## config.mk

```make
export PLATFORM = sky130hd
export DESIGN_NAME = execUnitScalar
export DESIGN_NICKNAME = d
export VERILOG_FILES = /design/src/hdl/execOpPkg.sv /design/src/hdl/execMemPkg.sv /design/src/hdl/scalarAlu.sv /design/src/hdl/loadStoreUnit.sv /design/src/hdl/execUnitScalar.sv
export VERILOG_INCLUDE_DIRS = /design/src /design/src/hdl
export SDC_FILE = /design/constraint.sdc
export NUM_CORES = 1
export LEC_CHECK = 0
export ABC_AREA = 0
export BUFFER_PORTS_ARGS = -buffer_cell sky130_fd_sc_hd__buf_4
export CAP_MARGIN = 20
export CORE_MARGIN = 3
export CORE_UTILIZATION = 40
export CTS_CLUSTER_DIAMETER = 50
export DETAILED_ROUTE_END_ITERATION = 16
export PLACE_DENSITY = 0.66
export SLEW_MARGIN = 20
export SYNTH_ARGS = -nofsm -noshare
export SYNTH_HDL_FRONTEND = slang
export SYNTH_SLANG_ARGS = --single-unit
export TNS_END_PERCENT = 50
```

## constraint.sdc

```tcl
create_clock -name clock -period 5.4 [get_ports clock]
set_input_delay 0.27 -clock clock [delete_from_list [all_inputs] [get_ports clock]]
set_output_delay 0.27 -clock clock [all_outputs]
set_load 0.02 [all_outputs]
```

## src/hdl/exec_consts.svh

```systemverilog
/*
 * Scalar execution stage constants
 * Data, register index and address widths, plus ALU pipeline depth
 */

`ifndef EXEC_CONSTS_SVH
`define EXEC_CONSTS_SVH

// Operand and write-back data width
`define EXEC_DATA_W 32

`define EXEC_REG_W 5		// Register index width

`define EXEC_ADDR_W 16		// Memory address width

// Cycles from ALU command to done
`define EXEC_ALU_LAT 2

`endif

```

## src/hdl/execOpPkg.sv

```systemverilog
/*
 * Instruction-side types of the scalar execution stage
 * Operation fields, issued command, write-back token and ALU opcodes
 */

`include "exec_consts.svh"

package execOpPkg;

	typedef logic [`EXEC_DATA_W-1:0] dataT;		// One data word
	typedef logic [`EXEC_REG_W-1:0] regIdxT;	// Register index
	typedef logic [`EXEC_ADDR_W-1:0] addrT;		// Memory address

	//////////////////////////////
	// Operation and command
	//////////////////////////////

	typedef struct packed {
		logic [1:0] opType;		// 0 ALU or move, 3 load/store
		logic [1:0] opClass;	// Move class or unit and direction
		logic [2:0] opCode;		// ALU operation or move kind
	} opFieldT;

	typedef struct packed {
		logic valid;
		opFieldT op;
		regIdxT dst;			// Destination register
		regIdxT srcIdx1;		// Predicate index for predicate moves
		dataT data1;
		dataT data2;
		dataT data3;			// Store data
	} commandT;

	// Travels alongside every write-back
	typedef struct packed {
		logic valid;
		regIdxT dst;
		opFieldT op;
	} wbTokenT;

	//////////////////////////////
	// ALU operations
	//////////////////////////////

	typedef enum logic [2:0] {
		aluAdd = 3'd0,
		aluSub = 3'd1,
		aluAnd = 3'd2,
		aluOr  = 3'd3,
		aluXor = 3'd4,
		aluShl = 3'd5,			// Shift by data2[4:0]
		aluShr = 3'd6,
		aluCmp = 3'd7			// Unsigned less-than, sets predicates
	} aluOpE;

endpackage

```

## src/hdl/execMemPkg.sv

```systemverilog
/*
 * Memory-side types of the scalar execution stage
 * Memory port request and load/store unit FSM states
 */

package execMemPkg;

	// Held until grant
	typedef struct packed {
		logic valid;
		logic write;				// 1 for store
		execOpPkg::addrT addr;
	} memReqT;

	//////////////////////////////
	// Load/store FSM
	//////////////////////////////

	typedef enum logic [1:0] {
		lsIdle      = 2'd0,
		lsRequest   = 2'd1,			// memReq valid, waiting for grant
		lsAccess    = 2'd2,			// Waiting for end of access
		lsWriteBack = 2'd3			// Done cycle
	} lsuStateE;

endpackage

```

## src/hdl/scalarAlu.sv

```systemverilog
/*
 * Two-stage scalar integer ALU
 * Stage 1 captures operands, stage 2 computes and holds the result.
 * Compares also update the two predicate registers. Stall freezes both stages.
 */

`timescale 1ns/1ps
`include "exec_consts.svh"

module scalarAlu (
	input logic clock,
	input logic reset,
	input logic stall,
	input logic request,
	input execOpPkg::commandT command,
	output execOpPkg::wbTokenT wbToken,
	output execOpPkg::dataT wbData,
	output logic predicate0,			// Equal flag of last compare
	output logic predicate1,			// Less-than flag of last compare
	output logic done
);
	import execOpPkg::*;

	logic s1Valid;
	opFieldT s1Op;
	regIdxT s1Dst;
	dataT s1Data1;
	dataT s1Data2;

	logic s2Valid;
	opFieldT s2Op;
	regIdxT s2Dst;
	dataT s2Result;

	aluOpE s1AluOp;
	dataT result;
	logic isEqual;
	logic isLess;

	//////////////////////////////
	// Stage 1
	//////////////////////////////

	always_ff @(posedge clock) begin
		if (reset) begin
			s1Valid <= 1'b0;
		end else if (!stall) begin
			s1Valid <= request;
		end
	end

	always_ff @(posedge clock) begin
		if (!stall && request) begin
			s1Op <= command.op;
			s1Dst <= command.dst;
			s1Data1 <= command.data1;
			s1Data2 <= command.data2;
		end
	end

	//////////////////////////////
	// Stage 2
	//////////////////////////////

	assign s1AluOp = aluOpE'(s1Op.opCode);
	assign isEqual = (s1Data1 == s1Data2);
	assign isLess = (s1Data1 < s1Data2);		// Unsigned

	always_comb begin
		case (s1AluOp)
			aluAdd: result = s1Data1 + s1Data2;
			aluSub: result = s1Data1 - s1Data2;
			aluAnd: result = s1Data1 & s1Data2;
			aluOr: result = s1Data1 | s1Data2;
			aluXor: result = s1Data1 ^ s1Data2;
			aluShl: result = s1Data1 << s1Data2[4:0];
			aluShr: result = s1Data1 >> s1Data2[4:0];
			aluCmp: result = {{(`EXEC_DATA_W-1){1'b0}}, isLess};
			default: result = '0;
		endcase
	end

	always_ff @(posedge clock) begin
		if (reset) begin
			s2Valid <= 1'b0;
			predicate0 <= 1'b0;
			predicate1 <= 1'b0;
		end else if (!stall) begin
			s2Valid <= s1Valid;
			if (s1Valid && s1AluOp == aluCmp) begin		// Compare leaving stage 1
				predicate0 <= isEqual;
				predicate1 <= isLess;
			end
		end
	end

	always_ff @(posedge clock) begin
		if (!stall && s1Valid) begin
			s2Op <= s1Op;
			s2Dst <= s1Dst;
			s2Result <= result;
		end
	end

	// Result is held back while stalled
	assign wbToken = '{valid: s2Valid & ~stall, dst: s2Dst, op: s2Op};
	assign wbData = s2Result;
	assign done = wbToken.valid;

	aDoneNotStalled: assert property (@(posedge clock) disable iff (reset)
		stall |-> !done)
		else $error("ALU done raised during stall");

	// Unstalled command reaches done after the full pipeline depth
	aLatency: assert property (@(posedge clock) disable iff (reset)
		(request && !stall) ##1 (!stall) [*(`EXEC_ALU_LAT)] |-> done)
		else $error("ALU result missing after pipeline latency");

endmodule

```

## src/hdl/loadStoreUnit.sv

```systemverilog
/*
 * Single-outstanding load/store unit
 * Drives one memory port with a request, grant, end-of-access handshake
 * and returns the write-back token and load data one cycle after the access ends.
 */

`timescale 1ns/1ps

module loadStoreUnit (
	input logic clock,
	input logic reset,
	input logic request,
	input execOpPkg::commandT command,
	input logic grant,
	input logic endAccess,
	input execOpPkg::dataT loadData,
	output execMemPkg::memReqT memReq,
	output execOpPkg::dataT storeData,
	output execOpPkg::wbTokenT wbToken,
	output execOpPkg::dataT wbData,
	output logic loadStall,
	output logic storeStall,
	output logic done
);
	import execOpPkg::*;
	import execMemPkg::*;

	lsuStateE state;
	logic busy;
	logic accept;

	dataT addrSum;
	logic isWrite;
	addrT reqAddr;
	dataT stData;
	regIdxT wbDst;
	opFieldT wbOp;
	dataT ldData;

	assign busy = (state != lsIdle);
	assign accept = (state == lsIdle) && request;
	assign addrSum = command.data1 + command.data2;

	//////////////////////////////
	// Handshake FSM
	//////////////////////////////

	always_ff @(posedge clock) begin
		if (reset) begin
			state <= lsIdle;
		end else begin
			case (state)
				lsIdle: begin
					if (request) begin
						state <= lsRequest;
					end
				end
				lsRequest: begin
					if (grant) begin		// Request taken by memory
						state <= lsAccess;
					end
				end
				lsAccess: begin
					if (endAccess) begin
						state <= lsWriteBack;
					end
				end
				lsWriteBack: state <= lsIdle;
				default: state <= lsIdle;
			endcase
		end
	end

	// Command fields captured on accept
	always_ff @(posedge clock) begin
		if (accept) begin
			isWrite <= command.op.opClass[1];
			reqAddr <= addrT'(addrSum);
			stData <= command.data3;
			wbDst <= command.dst;
			wbOp <= command.op;
		end
	end

	// Load data is valid with endAccess
	always_ff @(posedge clock) begin
		if (state == lsAccess && endAccess) begin
			ldData <= isWrite ? '0 : loadData;		// Stores return no data
		end
	end

	//////////////////////////////
	// Outputs
	//////////////////////////////

	assign memReq = '{valid: state == lsRequest, write: isWrite, addr: reqAddr};
	assign storeData = stData;

	assign wbToken = '{valid: state == lsWriteBack, dst: wbDst, op: wbOp};
	assign wbData = ldData;
	assign done = wbToken.valid;

	assign loadStall = busy & ~isWrite;		// Held through the done cycle
	assign storeStall = busy & isWrite;

	aNoReqWhenBusy: assert property (@(posedge clock) disable iff (reset)
		request |-> !busy)
		else $error("Load/store command issued to a busy unit");

	// Request held steady until memory grants it
	aReqStable: assert property (@(posedge clock) disable iff (reset)
		memReq.valid && !grant |=> memReq.valid && $stable(memReq) && $stable(storeData))
		else $error("Memory request changed before grant");

endmodule

```

## src/hdl/execUnitScalar.sv

```systemverilog
/*
 * Scalar execution stage of a vector lane
 * Decodes each command to the ALU, the register-move path or one of
 * the even and odd load/store units. Each path has its own write-back port.
 */

`timescale 1ns/1ps
`include "exec_consts.svh"

module execUnitScalar (
	input logic clock,
	input logic reset,
	input logic stall,
	input execOpPkg::commandT command,
	input logic [1:0] grant,
	input logic [1:0] endAccess,
	input execOpPkg::dataT [1:0] loadData,
	output execMemPkg::memReqT [1:0] memReq,
	output execOpPkg::dataT [1:0] storeData,
	output execOpPkg::wbTokenT wbTokenAlu,
	output execOpPkg::wbTokenT wbTokenMove,
	output execOpPkg::wbTokenT [1:0] wbTokenLs,
	output execOpPkg::dataT wbDataAlu,
	output execOpPkg::dataT wbDataMove,
	output execOpPkg::dataT [1:0] wbDataLs,
	output logic aluDone,
	output logic moveDone,
	output logic [1:0] lsDone,
	output logic ldStall,
	output logic stStall
);
	import execOpPkg::*;

	logic aluReq;
	logic moveReq;
	logic commonMove;
	logic predMove;
	logic [1:0] lsReq;

	logic predicate0;
	logic predicate1;
	dataT moveResult;

	logic moveValid;
	regIdxT moveDst;
	opFieldT moveOp;
	dataT moveData;

	logic [1:0] ldStallUnit;
	logic [1:0] stStallUnit;

	//////////////////////////////
	// Decode
	//////////////////////////////

	assign moveReq = command.valid && command.op.opType == 2'd0 && command.op.opClass == 2'd3;
	assign aluReq = command.valid && command.op.opType == 2'd0 && command.op.opClass != 2'd3;
	assign commonMove = moveReq && command.op.opCode == 3'd1;
	assign predMove = moveReq && command.op.opCode == 3'd2;

	assign lsReq[0] = command.valid && command.op.opType == 2'd3 && !command.op.opClass[0];
	assign lsReq[1] = command.valid && command.op.opType == 2'd3 && command.op.opClass[0];

	//////////////////////////////
	// Register move path
	//////////////////////////////

	always_comb begin
		moveResult = '0;
		if (commonMove) begin
			moveResult = command.data1;
		end else if (predMove && command.srcIdx1 == regIdxT'(0)) begin
			moveResult = {{(`EXEC_DATA_W-1){1'b0}}, predicate0};
		end else if (predMove && command.srcIdx1 == regIdxT'(1)) begin
			moveResult = {{(`EXEC_DATA_W-1){1'b0}}, predicate1};
		end
	end

	always_ff @(posedge clock) begin
		if (reset) begin
			moveValid <= 1'b0;
		end else begin
			moveValid <= moveReq;		// Not affected by stall
		end
	end

	always_ff @(posedge clock) begin
		moveDst <= command.dst;
		moveOp <= command.op;
		moveData <= moveResult;
	end

	assign wbTokenMove = '{valid: moveValid, dst: moveDst, op: moveOp};
	assign wbDataMove = moveData;
	assign moveDone = wbTokenMove.valid;

	//////////////////////////////
	// Execution units
	//////////////////////////////

	scalarAlu aluInst (
		.clock(clock),
		.reset(reset),
		.stall(stall),
		.request(aluReq),
		.command(command),
		.wbToken(wbTokenAlu),
		.wbData(wbDataAlu),
		.predicate0(predicate0),
		.predicate1(predicate1),
		.done(aluDone)
	);

	loadStoreUnit lsuEven (
		.clock(clock),
		.reset(reset),
		.request(lsReq[0]),
		.command(command),
		.grant(grant[0]),
		.endAccess(endAccess[0]),
		.loadData(loadData[0]),
		.memReq(memReq[0]),
		.storeData(storeData[0]),
		.wbToken(wbTokenLs[0]),
		.wbData(wbDataLs[0]),
		.loadStall(ldStallUnit[0]),
		.storeStall(stStallUnit[0]),
		.done(lsDone[0])
	);

	loadStoreUnit lsuOdd (
		.clock(clock),
		.reset(reset),
		.request(lsReq[1]),
		.command(command),
		.grant(grant[1]),
		.endAccess(endAccess[1]),
		.loadData(loadData[1]),
		.memReq(memReq[1]),
		.storeData(storeData[1]),
		.wbToken(wbTokenLs[1]),
		.wbData(wbDataLs[1]),
		.loadStall(ldStallUnit[1]),
		.storeStall(stStallUnit[1]),
		.done(lsDone[1])
	);

	assign ldStall = |ldStallUnit;		// Either unit loading
	assign stStall = |stStallUnit;

	aOnePath: assert property (@(posedge clock) disable iff (reset)
		$onehot0({aluReq, moveReq, lsReq}))
		else $error("Command decoded to more than one path");

endmodule

```

==> results of run 1 <==
==> area by class of cell <==
class / count / area share
Inverter: 116 / 0.0158
Sequential cell: 357 / 0.370
Multi-Input combinational cell: 1268 / 0.323
Clock inverter: 32 / 0.0127
Tap cell: 664 / 0.0302
Clock buffer: 60 / 0.0472
Timing Repair Buffer: 676 / 0.200
==> cells by family after synthesis <==
logic type / after synthesis
adders and majority gates: 123
AOI/OAI and AO/OA: 504
DFF: 357
xor gates and xnor gates: 33
muxes: 82
and+or+nand+nor: 526
buffers and inverters: 226
==> what timing repair did <==
item | CTS | global route
setup endpoints to repair | 0 | 0
hold endpoints to repair | 280 | 0
hold buffers | 173 | 0
buffers inserted | 0 | 0
==> sequential cells by signal, indices dropped and copies added (netlist names), 6 cells and up <==
signal,cells
lsuEven.wbData,32
lsuOdd.wbData,32
aluInst.s1Data2,32
lsuOdd.reqAddr,16
lsuOdd.wbToken,6
lsuOdd.storeData,32
aluInst.wbToken,7
wbDataMove,32
lsuEven.storeData,32
wbTokenMove,7
lsuEven.reqAddr,16
aluInst.s1Data1,32
aluInst.wbData,32
lsuEven.wbToken,7
==> worst max-delay path, delay by kind of cell, from the launching register on <==
kind | cells | cell delay [ns]
AOI/OAI and AO/OA | 6 | 2.59
buffers and inverters | 1 | 0.78
DFF | 1 | 0.37
muxes | 1 | 0.23
and+or+nand+nor | 1 | 0.12
==> placed cells by master, fill, tap and decap left out, types with 49 or more instances in the layout <==
master	instances
buf_4	503
mux2i_1	58
a21oi_1	128
dfxtp_1	53
ha_1	120
edfxtp_1	304
nand2_1	109
nor2_1	135
clkbuf_16	49
nor2b_1	85
inv_1	110
o21ai_0	69
dlygate4sd3_1	173
==> where the power goes <==
group / switching, mW / total [mW] / internal (mW)
clock network: 1.33 / 3.22 / 1.90
registers: 0.0541 / 3.16 / 3.11
logic: 0.675 / 1.17 / 0.491
total: 2.06 / 7.55 / 5.50
==> metal layers <==
metal / share of wire / wire, um
met4: 0.043 / 3620
met5: 0.00012 / 10
met2: 0.46 / 38700
met3: 0.084 / 7010
met1: 0.41 / 34100
==> worst min-delay path by stage <==
stage          slack [ns]  depth (start not counted)                 end        startpoint
2_1_floorplan        0.30                          0          moveDst[0]      command[101]
3_3_place_gp         0.40                          0    aluInst.s2Dst[3]  aluInst.s1Dst[3]
3_5_place_dp         0.40                          0  aluInst.wbToken[4]   aluInst.s1Op[4]
4_1_cts            0.0001                          4     lsuOdd.state[0]          grant[1]
5_1_grt              0.05                          4     lsuOdd.state[0]          grant[1]
6_report             0.04                          4     lsuOdd.state[0]          grant[1]
==> through the flow <==
| stage | hold slack, ns | utilization | cell area, um2 | worst slack [ns] | instances |
|---|---|---|---|---|---|
| floorplan | 0.298 | - | 20000 | 1.60 | 1851 |
| global route | 0.0457 | 0.560 | 27500 | 0.873 | 3173 |
| global placement | 0.401 | 0.491 | 24100 | 1.13 | 2908 |
| finish | 0.0419 | 0.560 | 27500 | 0.994 | 3173 |
| CTS | 0.000111 | 0.560 | 27500 | 1.10 | 3173 |
| detailed placement | 0.405 | 0.491 | 24100 | 1.14 | 2908 |
==> key figures, run 1 <==
Global routing
  • Initial antenna violation count: 2
  • First-pass GRT wire length: 121 mm
  • GR Layer Usage met1: 0.410
  • Met2 Track Usage GR: 0.485
  • Largest net degree at the start of global routing: 85
  • Most used routing layer: met2
  • Met3 Use GR: 0.0626
  • Vias in the first global route: 18,200
  • GRT Util Overall: 0.306
  • Total grt overflow: 0

Floorplan
  • I/O pins: 471
  • Total die area: 52,700 um2
  • Row count: 81
  • Starting density of the core: 0.407
  • Chip Height: 230 um
  • Core area: 49,200 um2
  • Die W: 230 um

Job
  • MaxCap Viol Count: 0

Hold path
  • Worst Hold Class: in -> reg

Synth
  • Adder-cell share of the synthesized area: 0.0781
  • Area contributors post-synth: edfxtp_1, ha_1, dfxtp_1, a21oi_1, mux2i_1
  • Netlist cell types: 85
  • Post-synthesis async set-or-reset flop share: 0
  • Post-synthesis mux area share: 0.0516
  • Area of the mapped netlist: 20,000 um2
  • Simple-Gate Fraction of Synth Area: 0.133
  • Yosys top cell by area: edfxtp_1
  • Syn Nets: 2,159
  • Largest family of logic cells by synthesized area: compound AO/OA/AOI/OAI gates
  • EDFF count, synth: 304
  • Sequential element share of the synthesized area: 0.510
  • XOR/XNOR share of the synthesized area: 0.0145
  • Synth Flop Type: edfxtp_1
  • Yosys reg bits: 357
  • Most frequent cells after synthesis: edfxtp_1, nor2_1, a21oi_1, ha_1, inv_1
  • Mapped Cells: 1,851
  • Yosys warns: 0
  • Most common cell in the synthesized netlist: edfxtp_1
  • Top-area cell type share of the netlist area: 0.457
  • Syn Area/Cell: 10.8 um2
  • Compound-Gate Fraction of Synth Area: 0.165

Cells and area
  • Register area: 10,200 um2
  • Area Growth Syn to Fin: 37.6%
  • Layout cell share with drive strength beyond 1: 0.254
  • Multi-input logic area: 8890 um2
  • Fillers: 4,111
  • Antenna cells: 0
  • Fin nets: 2,776

Place
  • Placer Congestion: 1.03
  • Post-DP HPWL: 61.8 mm
  • I/O Buffers: 470

Clock network
  • CTS Buffer Depth: 3
  • Post-cts repair resize count: 0
  • H-tree depth: 2
  • Clk slew on worst S/H paths: 0.06 ns
  • Clk_lat worst skew: 0.60 ns
  • CTS tree: done
  • CTS root buf: clkbuf_16
  • Total CTS buffers: 49
  • Clock Sinks: 357

Worst setup path
  • Worst reg2reg path depth: 9
  • Critical path class: reg -> reg
  • Critical Path Most Common Cell: o21ai_0
  • Slowest cell on the critical path: a221oi_1
  • CP peak stage delay: 0.84 ns
  • RR Endpoint: aluInst.wbData[18]
  • Crit path DAT: 4.75 ns
  • Crit path launch type: flop
  • Max FO, Critical Path: 84
  • CP Cell Sequence: buf_4 -> o21ai_0 -> o21ai_1 -> mux2i_1 -> nand2_1 -> o21ai_0 -> a221oi_1 -> a21bo_1 -> a221o_1
  • Capture point of the worst path: aluInst.wbData[18]
  • Worst setup path startpoint: aluInst.s1Data2[1]
  • Worst reg2reg path startpoint: aluInst.s1Data2[1]
  • Reg-to-reg slack, setup: 0.99 ns
  • Data required time at the worst endpoint: 5.74 ns
  • Critical path capture point type: flop

Timing
  • Max Fclk: 227 MHz
  • Layout Skew: 0.0226 ns
  • Slew at the pin with the worst max-slew slack: 1.10 ns
  • Max_slew headroom: 0.259
  • RSZ-0062 raised after global routing: no
  • Final Hold Fails: 0
  • Min Tclk post-route: 4.41 ns
  • Final setup fails: 0
  • Setup TNS Final: 0 ns
  • Slew Limit Fails: 0
  • Crit share post-route: 0.816

Power and ir drop
  • Pwr/cell area: 275 nW/um2
  • Worst VDD drop: 265 uV
  • Overall power: 7.55 mW
  • Leakage power: 11.3 nW

Route
  • Final ANT Viol Nets: 0
  • DRT Pass-1 Iters: 5
  • Total Wirelength: 83.5 mm
  • Wire length per cell: 26.3 um
  • Vias/cell: 5.77
  • Via count: 18,300
  • DRC Markers: 0
  • DRT iter0 DRCs: 2,173

Outcome
  • Status: completed
Note: power is estimated with default switching activity, not from simulation.
==> inputs of run 2 (changes only) <==
--- a/config.mk
+++ b/config.mk
@@ -13,7 +13,7 @@
 export CORE_UTILIZATION = 40
 export CTS_CLUSTER_DIAMETER = 50
 export DETAILED_ROUTE_END_ITERATION = 16
-export PLACE_DENSITY = 0.66
+export PLACE_DENSITY = 0.69
 export SLEW_MARGIN = 20
 export SYNTH_ARGS = -nofsm -noshare
 export SYNTH_HDL_FRONTEND = slang
==> constraint.sdc (replaced) <==
create_clock -name clock -period 4 [get_ports clock]
set_input_delay 0.2 -clock clock [delete_from_list [all_inputs] [get_ports clock]]
set_output_delay 0.2 -clock clock [all_outputs]
set_load 0.02 [all_outputs]
==> run 2 against run 1 <==
Effect of this change: global-route usage down 0.43 points; clock power increased by 41%; sequential power increased by 35%; setup slack got worse by 0.51 ns; utilization is 1.0 points higher; design area grew 1.8%; maximum frequency increased by 25%; sequential share of layout area down 0.65 points; die area did not move; combinational power increased by 38%; clock skew increased by 0.0032 ns; largest power group unchanged; largest cell class unchanged; via count grew 0.68%.
==> key figures, run 2 (synthesis results as in run 1) <==
Floorplan
  • Total die area: 52,700 um2 (unchanged)
  • Core area: 49,200 um2 (unchanged)
  • I/O pins: 471 (unchanged)
  • Row count: 81 (unchanged)
  • Chip Height: 230 um (unchanged)
  • Starting density of the core: 0.407 (unchanged)
  • Die W: 230 um (unchanged)

Route
  • DRC Markers: 0 (unchanged)
  • DRT iter0 DRCs: 1,990 (-8.4%)
  • Total Wirelength: 81.7 mm (-2.1%)
  • DRT Pass-1 Iters: 8 (+3)
  • Via count: 18,400 (+0.68%)
  • Wire length per cell: 25.4 um (-3.5%)
  • Final ANT Viol Nets: 0 (unchanged)
  • Vias/cell: 5.72 (-0.79%)

Power and ir drop
  • Leakage power: 11.6 nW (+2.7%)
  • Pwr/cell area: 372 nW/um2 (+35%)
  • Worst VDD drop: 575 uV (+120%)

Global routing
  • Total grt overflow: 0 (unchanged)
  • First-pass GRT wire length: 120 mm (-0.61%)
  • Initial antenna violation count: 1 (-1)
  • Vias in the first global route: 18,500 (+1.2%)
  • Largest net degree at the start of global routing: 92 (+8.2%)
  • GRT Util Overall: 0.302 (-0.00435)

Place
  • Area post-placement: 24,500 um2 (+1.7%)
  • Placer Congestion: 1.04 (+1.2%)
  • I/O Buffers: 470 (unchanged)
  • Post-DP HPWL: 59.8 mm (-3.3%)

Cells and area
  • Register area: 10,200 um2 (unchanged)
  • Area Growth Syn to Fin: 40.1%
  • Multi-input logic area: 8880 um2 (-0.17%)
  • Fillers: 4,123 (+0.29%)
  • Fin nets: 2,821 (+1.6%)
  • Commonest non-fill, non-tap cell in the layout: buf_4
  • Most frequent cells in the layout: buf_4, edfxtp_1, dlygate4sd3_1
  • Layout cell share with drive strength beyond 1: 0.269 (+0.0150)
  • Final instance area: 28,000 um2 (+1.8%)
  • Post-layout util: 0.570 (+0.00998)

Timing
  • RSZ-0062 raised after global routing: no
  • Setup TNS Final: 0 ns (unchanged)
  • Final setup fails: 0 (unchanged)
  • Slew Limit Fails: 0 (unchanged)
  • Layout Skew: 0.0258 ns (+0.00320 ns)
  • Min Tclk post-route: 3.51 ns (-0.891 ns)
  • Max_slew headroom: 0.393 (+0.133)
  • Final Hold Fails: 0 (unchanged)
  • Crit share post-route: 0.879 (+0.0628)
  • Max Fclk: 285 MHz (+25%)
  • Slew at the pin with the worst max-slew slack: 0.902 ns (-0.201 ns)

Clock network
  • CTS tree: done
  • Post-CTS Setup Bufs: 0 (unchanged)
  • H-tree depth: 2 (unchanged)
  • CTS root buf: clkbuf_16
  • Clk_lat worst skew: 0.61 ns (about the same)
  • Post-cts repair resize count: 0 (unchanged)
  • Total CTS buffers: 50 (+2.0%)
  • Clk slew on worst S/H paths: 0.06 ns (about the same)
  • CTS Buffer Depth: 3 (unchanged)
  • Clock Sinks: 357 (unchanged)
  • Cts hold-fix bufs: 172 (-0.58%)

Outcome
  • Status: completed

Worst setup path
  • Crit path DAT: 3.85 ns (-0.90 ns)
  • Worst setup path startpoint: aluInst.s1Data1[11]
  • Critical path class: reg -> reg
  • Data required time at the worst endpoint: 4.33 ns (-1.41 ns)
  • Max FO, Critical Path: 10 (-88%)
  • Crit path launch type: flop
  • Worst reg2reg path startpoint: aluInst.s1Data1[11]
  • Critical path capture point type: flop

Hold path
  • Worst Hold Class: in -> reg
  • Worst hold start: loadData[58]

Job
  • MaxCap Viol Count: 0 (unchanged)
## run 2: cell count changes in the layout (fill, tap and decap cells not counted), sizes merged
cell         before  now
clkinv           17    9
inv             122  133
clkinvlp          6    2
buf             503  548
dlygate4sd3     173  172
diode             0    1
bufinv            3    2
clkbuf           60   64
## run 2: routing by layer
layer / share of wire / GRT usage / up-vias / wire length [um]
met5: 0 / 0 / - / 0
met4: 0.044 / 0.131 / 0 / 3610
met3: 0.092 / 0.0701 / 200 / 7490
met2: 0.46 / 0.479 / 1020 / 38000
met1: 0.40 / 0.395 / 8990 / 32700
li1: - / - / 8213 / -
## run 2: cell type report
type                       count  area share
tap                          664      0.0297
multi-input combinational   1268       0.317
antenna                        1   0.0000894
sequential                   357       0.364
timing repair buffer         720       0.212
clock buffer                  64      0.0498
inverter                     116      0.0156
clock inverter                30      0.0122
## run 2: stage by stage
step                hold slack [ns]  total power, mW  worst slack [ns]  cells
floorplan                     0.228             5.11             0.196   1851
global route                 0.0365             10.8             0.256   3219
finish                       0.0537             10.4             0.485   3220
global placement              0.330             5.74             0.580   2953
CTS                          0.0152             10.4             0.516   3219
detailed placement            0.337             5.76             0.527   2953
## run 2: where the power goes
group | switching (mW) | total [mW] | internal [mW]
Clock | 1.86 | 4.54 | 2.69
Sequential | 0.0607 | 4.26 | 4.20
Combinational | 0.926 | 1.61 | 0.680
Total | 2.84 | 10.4 | 7.56
## run 2: critical path: stages (launching register included)
cell,delay [ns]
edfxtp_1,0.49
inv_1,0.08
ha_1,0.42
or4_4,0.60
nor4_4,0.18
o211ai_2,0.22
nand3_2,0.14
o221ai_2,0.13
a311o_2,0.47
and2_4,0.15
o311ai_1,0.27
a22oi_1,0.11
## run 2: worst paths after layout
| check | to | slack, ns | cells past startpoint |
|---|---|---|---|
| setup reg to reg | aluInst.wbData[0] | 0.49 | 11 |
| setup / recovery | aluInst.wbData[0] | 0.49 | 11 |
| hold / removal | lsuOdd.wbData[26] | 0.05 | 2 |
| hold reg to reg | aluInst.s2Dst[0] | 0.42 | 0 |
